<file path="src/design/dem_uart_pkg.sv">
package dem_uart_pkg;

   localparam int FLIT_WIDTH = 16;

   // one flit of a debug packet
   typedef struct packed {
      logic                  valid;
      logic                  last;
      logic [FLIT_WIDTH-1:0] data;
   } dii_flit;

   localparam logic [15:0] MOD_ID      = 16'h0002;
   localparam logic [15:0] MOD_VERSION = 16'h0000;

   // register map
   localparam logic [15:0] REG_MOD_ID      = 16'h0000;
   localparam logic [15:0] REG_MOD_VERSION = 16'h0001;
   localparam logic [15:0] REG_CONTROL     = 16'h0200;

   // header bits 15:14
   typedef enum logic [1:0] {
      TYPE_REG_REQ  = 2'b00,
      TYPE_EVENT    = 2'b01,
      TYPE_REG_RESP = 2'b10,
      TYPE_REG_ERR  = 2'b11
   } pkt_type_e;

   localparam logic [3:0] EVENT_SUBTYPE = 4'h1;

   typedef enum logic [1:0] {
      IDLE,
      SEND_SRC,
      SEND_CHAR
   } packetizer_state_e;

   typedef enum logic [3:0] {
      RX_DEST,
      RX_SRC,
      RX_HDR,
      RX_ADDR,
      RX_WDATA,
      TX_DEST,
      TX_SRC,
      TX_HDR,
      TX_DATA
   } reg_state_e;

endpackage

</file>
<file path="src/design/dii_channel.sv">
`timescale 1ns/1ps

// one flit link, valid/ready handshake
interface dii_channel;
   import dem_uart_pkg::*;

   dii_flit flit;
   logic    ready;

   modport source (
      output flit,
      input  ready
   );

   modport sink (
      input  flit,
      output ready
   );

endinterface

</file>
<file path="src/design/uart_packetizer.sv">
`timescale 1ns/1ps

module uart_packetizer (
   input  logic       clk,
   input  logic       rst,
   input  logic [9:0] id,
   input  logic [7:0] out_char,
   input  logic       out_valid,
   output logic       out_ready,
   input  logic       stall,
   dii_channel.source ev
);
   import dem_uart_pkg::*;

   packetizer_state_e     state;
   logic                  flit_valid;
   logic                  flit_last;
   logic [FLIT_WIDTH-1:0] flit_data;
   logic                  fire;

   assign fire    = flit_valid & ev.ready;
   assign ev.flit = '{valid: flit_valid, last: flit_last, data: flit_data};

   // host sees the ack only when the character flit leaves
   assign out_ready = (state == SEND_CHAR) & fire;

   // IDLE also covers the cycles where the destination flit is on offer
   always_ff @(posedge clk) begin
      if (rst) begin
         state      <= IDLE;
         flit_valid <= 1'b0;
      end else begin
         case (state)
            IDLE: begin
               if (fire) begin
                  state <= SEND_SRC;
               end else if (!flit_valid && out_valid && !stall) begin
                  flit_valid <= 1'b1;
               end
            end
            SEND_SRC: begin
               if (fire) begin
                  state <= SEND_CHAR;
               end
            end
            SEND_CHAR: begin
               if (fire) begin
                  state      <= IDLE;
                  flit_valid <= 1'b0;
               end
            end
            default: begin
               state <= IDLE;
            end
         endcase
      end
   end

   // next flit loaded as the current one transfers
   always_ff @(posedge clk) begin
      if (state == IDLE && !flit_valid) begin
         flit_data <= '0;
         flit_last <= 1'b0;
      end else if (fire) begin
         case (state)
            IDLE: begin
               flit_data <= {TYPE_EVENT, EVENT_SUBTYPE, id};
               flit_last <= 1'b0;
            end
            SEND_SRC: begin
               flit_data <= {8'h00, out_char};
               flit_last <= 1'b1;
            end
            default: begin
               flit_last <= 1'b0;
            end
         endcase
      end
   end

endmodule

</file>
<file path="src/design/flit_fifo.sv">
`timescale 1ns/1ps

module flit_fifo #(
   parameter int DEPTH = 4
) (
   input  logic       clk,
   input  logic       rst,
   dii_channel.sink   wr,
   dii_channel.source rd
);
   import dem_uart_pkg::*;

   localparam int PTR_W = (DEPTH > 1) ? $clog2(DEPTH) : 1;
   localparam int CNT_W = $clog2(DEPTH + 1);
   localparam logic [PTR_W-1:0] LAST_IDX = PTR_W'(DEPTH - 1);

   // last bit kept above the data
   logic [FLIT_WIDTH:0] mem [DEPTH];
   logic [PTR_W-1:0]    wr_ptr;
   logic [PTR_W-1:0]    rd_ptr;
   logic [CNT_W-1:0]    count;
   logic                wr_fire;
   logic                rd_fire;

   assign wr.ready = (count != CNT_W'(DEPTH));
   assign wr_fire  = wr.flit.valid & wr.ready;
   assign rd.flit  = '{valid: (count != '0),
                       last:  mem[rd_ptr][FLIT_WIDTH],
                       data:  mem[rd_ptr][FLIT_WIDTH-1:0]};
   assign rd_fire  = rd.flit.valid & rd.ready;

   always_ff @(posedge clk) begin
      if (wr_fire) begin
         mem[wr_ptr] <= {wr.flit.last, wr.flit.data};
      end
   end

   always_ff @(posedge clk) begin
      if (rst) begin
         wr_ptr <= '0;
         rd_ptr <= '0;
         count  <= '0;
      end else begin
         if (wr_fire) begin
            wr_ptr <= (wr_ptr == LAST_IDX) ? '0 : wr_ptr + 1'b1;
         end
         if (rd_fire) begin
            rd_ptr <= (rd_ptr == LAST_IDX) ? '0 : rd_ptr + 1'b1;
         end
         case ({wr_fire, rd_fire})
            2'b10:   count <= count + 1'b1;
            2'b01:   count <= count - 1'b1;
            default: count <= count;
         endcase
      end
   end

   a_wr_stable: assert property (@(posedge clk) disable iff (rst)
      wr.flit.valid && !wr.ready |=> wr.flit.valid && $stable(wr.flit))
      else $error("flit_fifo: input flit changed before transfer");

   // pointers meet only when the buffer is empty or exactly full
   a_no_overflow: assert property (@(posedge clk) disable iff (rst)
      count <= CNT_W'(DEPTH) &&
      ((wr_ptr == rd_ptr) == ((count == '0) || (count == CNT_W'(DEPTH)))))
      else $error("flit_fifo: overflow or occupancy out of step with pointers");

endmodule

</file>
<file path="src/design/reg_access.sv">
`timescale 1ns/1ps

module reg_access (
   input  logic       clk,
   input  logic       rst,
   input  logic [9:0] id,
   dii_channel.sink   req,
   dii_channel.source resp,
   output logic       stall
);
   import dem_uart_pkg::*;

   reg_state_e            state;
   logic [9:0]            src;
   logic                  is_write;
   logic                  bad;
   logic [15:0]           addr;
   logic [FLIT_WIDTH-1:0] wdata;
   logic                  rx_active;
   logic                  rx_fire;
   logic                  tx_fire;
   logic                  hdr_bad;
   logic                  hit;
   logic                  resp_err;
   logic [FLIT_WIDTH-1:0] rdata;

   assign rx_active = state inside {RX_DEST, RX_SRC, RX_HDR, RX_ADDR, RX_WDATA};
   assign req.ready = rx_active;
   assign rx_fire   = req.flit.valid & rx_active;
   assign tx_fire   = resp.flit.valid & resp.ready;

   // only read (0) and write (1) subtypes are known
   assign hdr_bad = (req.flit.data[15:14] != TYPE_REG_REQ) | (req.flit.data[13:11] != 3'b000);

   always_comb begin
      hit   = 1'b0;
      rdata = '0;
      case (addr)
         REG_MOD_ID: begin
            hit   = !is_write;
            rdata = MOD_ID;
         end
         REG_MOD_VERSION: begin
            hit   = !is_write;
            rdata = MOD_VERSION;
         end
         REG_CONTROL: begin
            hit   = 1'b1;
            rdata = {15'h0000, stall};
         end
         default: begin
            hit = 1'b0;
         end
      endcase
   end

   assign resp_err = bad | !hit;

   // TX_SRC carries the header of a response without payload
   always_comb begin
      resp.flit = '{valid: 1'b0, last: 1'b0, data: '0};
      case (state)
         TX_DEST: resp.flit = '{valid: 1'b1, last: 1'b0, data: {6'h00, src}};
         TX_HDR:  resp.flit = '{valid: 1'b1, last: 1'b0, data: {TYPE_REG_RESP, 4'h0, id}};
         TX_SRC: begin
            resp.flit = '{valid: 1'b1, last: 1'b1,
                          data: {resp_err ? TYPE_REG_ERR : TYPE_REG_RESP, 4'h0, id}};
         end
         TX_DATA: resp.flit = '{valid: 1'b1, last: 1'b1, data: rdata};
         default: resp.flit = '{valid: 1'b0, last: 1'b0, data: '0};
      endcase
   end

   // RX_SRC drains a broken packet up to its last flit
   always_ff @(posedge clk) begin
      if (rst) begin
         state <= RX_DEST;
         stall <= 1'b0;
      end else begin
         case (state)
            RX_DEST: begin
               if (rx_fire) begin
                  state <= req.flit.last ? TX_DEST : RX_HDR;
               end
            end
            RX_HDR: begin
               if (rx_fire) begin
                  if (req.flit.last) begin
                     state <= TX_DEST;
                  end else begin
                     state <= hdr_bad ? RX_SRC : RX_ADDR;
                  end
               end
            end
            RX_ADDR: begin
               if (rx_fire) begin
                  if (req.flit.last) begin
                     state <= TX_DEST;
                  end else begin
                     state <= is_write ? RX_WDATA : RX_SRC;
                  end
               end
            end
            RX_WDATA: begin
               if (rx_fire) begin
                  state <= req.flit.last ? TX_DEST : RX_SRC;
               end
            end
            RX_SRC: begin
               if (rx_fire && req.flit.last) begin
                  state <= TX_DEST;
               end
            end
            TX_DEST: begin
               if (tx_fire) begin
                  state <= (resp_err || is_write) ? TX_SRC : TX_HDR;
                  if (is_write && !resp_err) begin
                     stall <= wdata[0];
                  end
               end
            end
            TX_HDR: begin
               if (tx_fire) begin
                  state <= TX_DATA;
               end
            end
            TX_SRC, TX_DATA: begin
               if (tx_fire) begin
                  state <= RX_DEST;
               end
            end
            default: begin
               state <= RX_DEST;
            end
         endcase
      end
   end

   // request fields, bad marks a malformed packet
   always_ff @(posedge clk) begin
      if (rx_fire) begin
         case (state)
            RX_DEST: bad <= req.flit.last;
            RX_HDR: begin
               src      <= req.flit.data[9:0];
               is_write <= req.flit.data[10];
               bad      <= req.flit.last | hdr_bad;
            end
            RX_ADDR: begin
               addr <= req.flit.data;
               bad  <= is_write ? req.flit.last : !req.flit.last;
            end
            RX_WDATA: begin
               wdata <= req.flit.data;
               bad   <= !req.flit.last;
            end
            default: bad <= 1'b1;
         endcase
      end
   end

   a_req_stable: assert property (@(posedge clk) disable iff (rst)
      req.flit.valid && !req.ready |=> req.flit.valid && $stable(req.flit))
      else $error("reg_access: request flit changed before transfer");

endmodule

</file>
<file path="src/design/packet_mux.sv">
`timescale 1ns/1ps

module packet_mux (
   input  logic       clk,
   input  logic       rst,
   dii_channel.sink   in_resp,
   dii_channel.sink   in_event,
   dii_channel.source out
);

   logic lock;
   // grant held while locked
   logic sel_resp;
   // grant in effect this cycle
   logic grant_resp;
   logic fire;

   // responses win when nothing is in flight
   assign grant_resp     = lock ? sel_resp : in_resp.flit.valid;
   assign out.flit       = grant_resp ? in_resp.flit : in_event.flit;
   assign in_resp.ready  = grant_resp & out.ready;
   assign in_event.ready = !grant_resp & out.ready;
   assign fire           = out.flit.valid & out.ready;

   // lock as soon as a flit is offered so the output cannot switch under back-pressure
   always_ff @(posedge clk) begin
      if (rst) begin
         lock     <= 1'b0;
         sel_resp <= 1'b0;
      end else begin
         if (fire && out.flit.last) begin
            lock <= 1'b0;
         end else if (out.flit.valid) begin
            lock     <= 1'b1;
            sel_resp <= grant_resp;
         end
      end
   end

   a_resp_stable: assert property (@(posedge clk) disable iff (rst)
      in_resp.flit.valid && !in_resp.ready |=> in_resp.flit.valid && $stable(in_resp.flit))
      else $error("packet_mux: response flit changed before transfer");

   a_event_stable: assert property (@(posedge clk) disable iff (rst)
      in_event.flit.valid && !in_event.ready |=> in_event.flit.valid && $stable(in_event.flit))
      else $error("packet_mux: event flit changed before transfer");

   a_grant_locked: assert property (@(posedge clk) disable iff (rst)
      fire && !out.flit.last |=> grant_resp == $past(grant_resp))
      else $error("packet_mux: grant changed inside a packet");

endmodule

</file>
<file path="src/design/dem_uart_top.sv">
`timescale 1ns/1ps

module dem_uart_top (
   input  logic                                clk,
   input  logic                                rst,
   input  logic [9:0]                          id,
   input  logic [7:0]                          out_char,
   input  logic                                out_valid,
   output logic                                out_ready,
   input  logic [dem_uart_pkg::FLIT_WIDTH-1:0] debug_in_data,
   input  logic                                debug_in_last,
   input  logic                                debug_in_valid,
   output logic                                debug_in_ready,
   output logic [dem_uart_pkg::FLIT_WIDTH-1:0] debug_out_data,
   output logic                                debug_out_last,
   output logic                                debug_out_valid,
   input  logic                                debug_out_ready
);

   logic stall;

   dii_channel ev_raw ();
   dii_channel ev_q ();
   dii_channel resp ();
   dii_channel dbg_in ();
   dii_channel dbg_out ();

   // plain ports to and from the flit links
   assign dbg_in.flit = '{valid: debug_in_valid, last: debug_in_last, data: debug_in_data};
   assign debug_in_ready = dbg_in.ready;

   assign debug_out_valid = dbg_out.flit.valid;
   assign debug_out_last  = dbg_out.flit.last;
   assign debug_out_data  = dbg_out.flit.data;
   assign dbg_out.ready   = debug_out_ready;

   uart_packetizer uart_packetizer_i (
      .clk       (clk),
      .rst       (rst),
      .id        (id),
      .out_char  (out_char),
      .out_valid (out_valid),
      .out_ready (out_ready),
      .stall     (stall),
      .ev        (ev_raw)
   );

   flit_fifo #(
      .DEPTH (4)
   ) flit_fifo_i (
      .clk (clk),
      .rst (rst),
      .wr  (ev_raw),
      .rd  (ev_q)
   );

   reg_access reg_access_i (
      .clk   (clk),
      .rst   (rst),
      .id    (id),
      .req   (dbg_in),
      .resp  (resp),
      .stall (stall)
   );

   packet_mux packet_mux_i (
      .clk      (clk),
      .rst      (rst),
      .in_resp  (resp),
      .in_event (ev_q),
      .out      (dbg_out)
   );

endmodule

</file>
<file path="config.mk">
export PLATFORM = sky130hd
export DESIGN_NAME = dem_uart_top
export DESIGN_NICKNAME = d
export VERILOG_FILES = /design/src/design/dem_uart_pkg.sv /design/src/design/dii_channel.sv /design/src/design/uart_packetizer.sv /design/src/design/flit_fifo.sv /design/src/design/reg_access.sv /design/src/design/packet_mux.sv /design/src/design/dem_uart_top.sv
export SDC_FILE = /design/constraint.sdc
export NUM_CORES = 1
export LEC_CHECK = 0
export BUFFER_PORTS_ARGS = -buffer_cell sky130_fd_sc_hd__clkbuf_2
export CORE_MARGIN = 2
export CORE_UTILIZATION = 40
export DETAILED_ROUTE_END_ITERATION = 7
export GPL_TIMING_DRIVEN = 0
export SETUP_SLACK_MARGIN = 0.3
export SYNTH_ARGS = -nofsm -noshare
export SYNTH_HDL_FRONTEND = slang
export SYNTH_SLANG_ARGS = --single-unit
</file>
<file path="constraint.sdc">
create_clock -name clk -period 2.5 [get_ports clk]
set_input_delay 0.25 -clock clk [delete_from_list [all_inputs] [get_ports clk]]
set_output_delay 0.25 -clock clk [all_outputs]
set_load 0.02 [all_outputs]
</file>
==> key figures, run 1 <==
Layout
  • Fill count: about 940
  • Final Cell Area: approximately 6300 sq um
  • Number of diodes: 0
  • Nets: 520
  • Commonest non-fill, non-tap cell in the layout: edfxtp_1
  • Most frequent cells in the layout: edfxtp_1, clkbuf_2, nor2_1
  • P&R area growth vs syn: 32.8%
  • Register Area: approximately 2900 sq um
  • Layout cells sized above 1: 0.382
  • Area taken by multi-input logic gates: between 2000 and 2500 sq um

Logic synthesis
  • Synthesized cell area: about 4800 sq um
  • Post-synth EDFFs: 77
  • Ys Warns: 0
  • Synth unique cells: 60
  • Top cell type by total area after synthesis: edfxtp_1
  • Register area share after synthesis: 0.615
  • Area contributors post-synth: edfxtp_1, dfxtp_1, mux4_2
  • Post-synthesis register bit count: around 110
  • Synth Flop Type: edfxtp_1
  • Synth top area share: 0.485
  • Mean Syn Cell Area: between 10 and 15 sq um
  • Synth Instances: between 300 and 400
  • Share of flip-flops with an asynchronous set or reset: 0

CTS
  • Root Buffer: clkbuf_16
  • CTS hold repair buffers: 0
  • CTS tree: done
  • CTS Sinks: between 100 and 150
  • Clock buffer depth: 2
  • Worst-Skew Late Latency: approximately 0.35 ns
  • Clock slew at reported path FFs: roughly 0.07 ns
  • H-Tree Depth: 3
  • CTS Buf Count: 9

Floorplanning
  • Die Width: 113 um
  • FP Rows: 39
  • Core area: between 10,000 and 15,000 sq um
  • Die Footprint: between 10,000 and 15,000 sq um
  • Initial Utilization: 0.414
  • Io pins: 60
  • Vert. Die Dim: 113 um

Timing
  • WHS: between 0.09 and 0.1 ns
  • PnR worst setup slack: around 0.12 ns
  • Fmax achieved: ~0.42 GHz
  • Slew @ Worst Pin: roughly 1.3 ns
  • RSZ-0062 raised after global routing: true
  • Tmin final: 2.38 ns
  • Final setup viols: 0
  • Period Utilization, post-route: 0.954
  • Final Hold Viols: 0
  • Final TNS setup: 0 ns
  • Worst Skew: approximately 0.0087 ns
  • Rel. slew slack: 0.160
  • Fin. max-slew vios: 0

Placement
  • I/O Buffers: 55
  • Post-DP HPWL: ~7700 um
  • Routability cong.: approximately 0.83
  • Setup WS pre-CTS: -0.211 ns
  • Post-DP Area: 5250 sq um

Global route
  • GRT Util Overall: 0.187
  • Largest net degree at the start of global routing: 19
  • Number of global-route vias before repair: 3,330
  • Initial antenna violation count: 0
  • First-pass GRT wire length: 18,200 um
  • Total gr overflow: 0

Worst setup path
  • CP endpoint kind: flop
  • Worst-path fanout max: 4
  • Crit path launch type: flop
  • Critical path type: flop to flop
  • Crit path required time: about 2.8 ns
  • Critical path data arrival time: 2.66 ns

Detailed routing
  • Final WL: around 12,000 um
  • Post-DRT Antenna Nets: 0
  • Drt first pass iters: 7
  • Vias: ~3,400
  • Drt drc: 3
  • Average wire per cell in the routed design: just under 20 um
  • Vias per cell: 5.49
  • Initial drt markers: 184

Pwr
  • Peak VDD IR: 0.424 mV
  • Power density over the cells: 949 nW/um^2
  • Lkg Pwr: about 2.3 nW

Min path
  • Hold Path Class: primary input to flop

Flow run
  • Max-Cap Viols: 0

Run status
  • Failing checks: DRC
  • Status: complete, but fails checks
critical path: stages, from the launching register on:
cell	delay, ns
dfxtp_2	0.33
buf_6	0.12
or2_4	0.26
a211oi_2	0.21
o211ai_2	0.13
inv_2	0.11
ha_4	0.14
inv_2	0.04
fa_2	0.33
xor2_1	0.15
or3_1	0.37
a21oi_2	0.13
cell type report:
cell class	instances	share of cell area
timing repair buffer	84	0.100
buffer	22	0.0251
multi-input combinational	231	0.317
sequential	108	0.464
tap	143	0.0283
inverter	15	0.00890
clock inverter	6	0.0184
clock buffer	10	0.0378
flip-flops by register name (all words and copies together) (netlist names), named ones only:
signal / count
reg_access_i.state: 4
flit_fifo_i.rd_ptr: 2
reg_access_i.src: 10
reg_access_i.wdata: 1
flit_fifo_i.wr_ptr: 2
reg_access_i.stall: 1
uart_packetizer_i.flit_last: 1
uart_packetizer_i.state: 2
reg_access_i.is_write: 1
flit_fifo_i.mem: 48
flit_fifo_i.count: 3
uart_packetizer_i.flit_valid: 1
uart_packetizer_i.flit_data: 11
packet_mux_i.sel_resp: 1
reg_access_i.addr: 16
reg_access_i.bad: 1
packet_mux_i.lock: 1
per-layer routing:
layer / routed length, um / track usage
met1: 5240 / 0.247
met2: 6100 / 0.306
met3: 406 / 0.0257
met4: 228 / 0.0878
met5: 0 / 0
kinds of logic (layout without fill, tap and decap cells):
family,count (synthesis),count (layout),share of synthesized area
AO/OA/AOI/OAI,82,82,0.121
AND/OR/NAND/NOR,107,107,0.113
adder cells (fa/ha/maj),9,9,0.0252
XOR/XNOR,3,3,0.00551
buffers and inverters,37,137,0.0331
flip-flops,108,108,0.615
multiplexers,27,27,0.0864
other,1,3,0.000787
timing repair:
action	4_1_cts	5_1_grt
cloned	2	0
buffers inserted	13	14
resized for setup	47	82
pin swaps	10	18
setup endpoints to repair	71	81
hold endpoints to repair	0	0
cell usage after synthesis, drive strengths merged (2+ instances only):
library cell  number
a21oi             21
o21ai             20
nand2             22
nor4               6
nor3b              3
or2                3
nand2b             7
nor2              35
nand4              2
nor4b              2
edfxtp            77
buf               12
inv               15
clkbuf            10
nor3               7
ha                 8
mux2               3
mux4              11
nand3              7
o211ai             4
nor2b              5
a211oi             9
o21bai             2
mux2i             13
a21bo              2
or4                2
xor2               2
a22oi             10
dfxtp             31
where the power goes:
part           internal [mW]  switching, mW  total, mW
logic                  0.926           1.08       2.01
clock network           1.02          0.647       1.66
registers               2.17          0.167       2.34
per-stage QoR:
stage                util  cells  power (mW)
floorplan               -    376        3.36
global placement    0.455    574        3.78
detailed placement  0.455    574        3.81
CTS                 0.514    605        5.64
global route        0.550    619        6.27
finish              0.550    619        6.01
path summary, 6_finish.rpt:
path / from / endpoint / slack (ns) / depth (start not counted)
worst max register to register: reg_access_i.state[1] / flit_fifo_i.count[2] / 0.12 / 11
worst min register to register: uart_packetizer_i.flit_data[1] / flit_fifo_i.mem[2][1] / 0.51 / 0
worst min-delay path: debug_in_data[9] / reg_access_i.src[9] / 0.09 / 1
worst max-delay path: reg_access_i.state[1] / flit_fifo_i.count[2] / 0.12 / 11
(Power assumes the default switching activity.)
==> run 2, diff against run 1 <==
==> constraint.sdc (replaced) <==
create_clock -name clk -period 2.5 [get_ports clk]
set_input_delay 0.125 -clock clk [delete_from_list [all_inputs] [get_ports clk]]
set_output_delay 0.125 -clock clk [all_outputs]
set_load 0.02 [all_outputs]
==> key figures, run 2 (synthesis gave the netlist of run 1 again) <==
Run status
  • Status: complete, but fails checks
  • Failing checks: DRC

Global route
  • Initial antenna violation count: 0
  • Largest net degree at the start of global routing: 19
  • Total gr overflow: 0
  • Number of global-route vias before repair: ~3,300
  • GRT Util Overall: 0.185
  • First-pass GRT wire length: between 15,000 and 20,000 um

Layout
  • Regs by FF count: flit_fifo_i.mem: 48 flops, reg_access_i.addr: 16 flops, uart_packetizer_i.flit_data: 11 flops
  • Most frequent cells in the layout: edfxtp_1, clkbuf_2, nor2_1
  • Final Cell Area: between 6000 and 7000 sq um
  • Commonest non-fill, non-tap cell in the layout: edfxtp_1
  • Largest Register: flit_fifo_i.mem
  • Layout cells sized above 1: 0.318
  • Max FFs per register: 48
  • Util after Layout: 0.530
  • Number of diodes: 0
  • Fill count: 989
  • Nets: about 520
  • P&R area growth vs syn: 28.0%

Detailed routing
  • Drt drc: 3
  • Vias per cell: approximately 5.5
  • Drt first pass iters: 7
  • Final WL: 11,600 um
  • Post-DRT Antenna Nets: 0
  • Vias: ~3,400
  • Initial drt markers: ~220
  • Average wire per cell in the routed design: ~19 um

Pwr
  • Gate power share: 0.298
  • Clock power frac: 0.291
  • Sw Share: 0.310
  • Net Sw Power: about 1.8 mW
  • Power density over the cells: 931 nW/um^2
  • Int Pwr: just under 4 mW
  • Peak VDD IR: between 0.4 and 0.5 mV
  • Lkg Pwr: approximately 2.2 nW
  • Flop pwr share: 0.411

CTS
  • Clock slew at reported path FFs: approximately 0.07 ns
  • CTS Buf Count: 9
  • H-Tree Depth: 3
  • Clock buffer depth: 2
  • Root Buffer: clkbuf_16
  • CTS tree: done
  • Worst-Skew Late Latency: approximately 0.35 ns
  • CTS Sinks: between 100 and 150

Timing
  • Tmin final: 2.42 ns
  • Worst Skew: 0.0102 ns
  • Final Hold Viols: 0
  • Final setup viols: 0
  • Slew @ Worst Pin: ~1.2 ns
  • Rel. slew slack: 0.192
  • WHS: roughly 0.057 ns
  • RSZ-0062 raised after global routing: true
  • Fmax achieved: around 0.41 GHz
  • Fin. max-slew vios: 0
  • Period Utilization, post-route: 0.968

Floorplanning
  • Core area: about 12,000 sq um
  • Initial Utilization: 0.414
  • Io pins: 60
  • FP Rows: 39
  • Die Footprint: between 10,000 and 15,000 sq um
  • Die Width: roughly 110 um
  • Vert. Die Dim: between 100 and 150 um

Worst setup path
  • Worst-path fanout max: 4
  • Worst R2R Path Depth: 11
  • CP endpoint kind: flop
  • Crit path launch type: flop
  • Critical path type: flop to flop
  • Critical path data arrival time: between 2 and 3 ns
  • Crit path required time: approximately 2.8 ns

Placement
  • I/O Buffers: 55
  • Routability cong.: roughly 0.83
  • Post-DP HPWL: between 7000 and 8000 um
  • Post-DP Area: approximately 5200 sq um

Min path
  • Hold Path Stages: 3
  • Hold Path Class: primary input to flop

Flow run
  • Max-Cap Viols: 0
## run 2: changes by cell type in the layout (fill, tap and decap cells not counted), sizes merged
| cell | previous run | this run |
|---|---|---|
| dlygate4sd3 | 0 | 16 |
| clkbuf | 60 | 70 |
| buf | 56 | 32 |
## run 2: what timing repair did
action / in CTS / in global routing
hold endpoints to repair: 25 / 3
setup endpoints to repair: 71 / 79
buffers inserted: 9 / 6
hold buffers: 15 / 1
resized for setup: 43 / 19
pin swaps: 13 / 15
## run 2: metal layers
layer  global-route usage  up-vias  share of wire
li1                     -     1597              -
met1                0.245     1698           0.43
met2                0.308      115           0.50
met3               0.0268       21          0.048
met4               0.0764        0          0.027
met5                    0        -              0
## run 2: worst paths after layout
| path | start | to | slack [ns] |
|---|---|---|---|
| min reg2reg | uart_packetizer_i.flit_data[1] | flit_fifo_i.mem[2][1] | 0.51 |
| min | id[8] | uart_packetizer_i.flit_data[8] | 0.06 |
| max reg2reg | reg_access_i.state[0] | flit_fifo_i.count[2] | 0.08 |
| max | reg_access_i.state[0] | flit_fifo_i.count[2] | 0.08 |
## run 2: worst max-delay path: stages (launching register included)
cell	delay [ns]
dfxtp_2	0.33
buf_6	0.12
or2_4	0.26
a211oi_2	0.21
o211ai_2	0.12
inv_2	0.11
ha_4	0.14
inv_2	0.04
fa_2	0.33
xor2_1	0.16
or3_1	0.39
a21oi_2	0.15
## run 2: cell type report
cell class,count,area (sq um),area share
Buffer,22,148,0.0242
Clock buffer,10,239,0.0392
Clock inverter,6,116,0.0191
Inverter,15,56.3,0.00923
Multi-Input combinational cell,231,1840,0.302
Sequential cell,108,2940,0.482
Tap cell,143,179,0.0293
Timing Repair Buffer,86,582,0.0954
## run 2: power by group through the flow
stage | Clock (mW) | Sequential (mW) | Combinational (mW)
floorplan | 0 | 2.31 | 1.05
global placement | 0 | 2.35 | 1.44
detailed placement | 0 | 2.36 | 1.45
CTS | 1.68 | 2.33 | 1.62
global route | 1.75 | 2.36 | 1.84
finish | 1.65 | 2.33 | 1.69
## run 2: through the flow
step                cells  worst slack [ns]  power (mW)  TNS [ns]
finish                621            0.0812        5.68         0
global route          621          -0.00723        5.95  -0.00723
CTS                   614            0.0790        5.63         0
detailed placement    574            -0.211        3.81    -0.211
global placement      574            -0.135        3.78    -0.135
floorplan             376             0.107        3.36         0
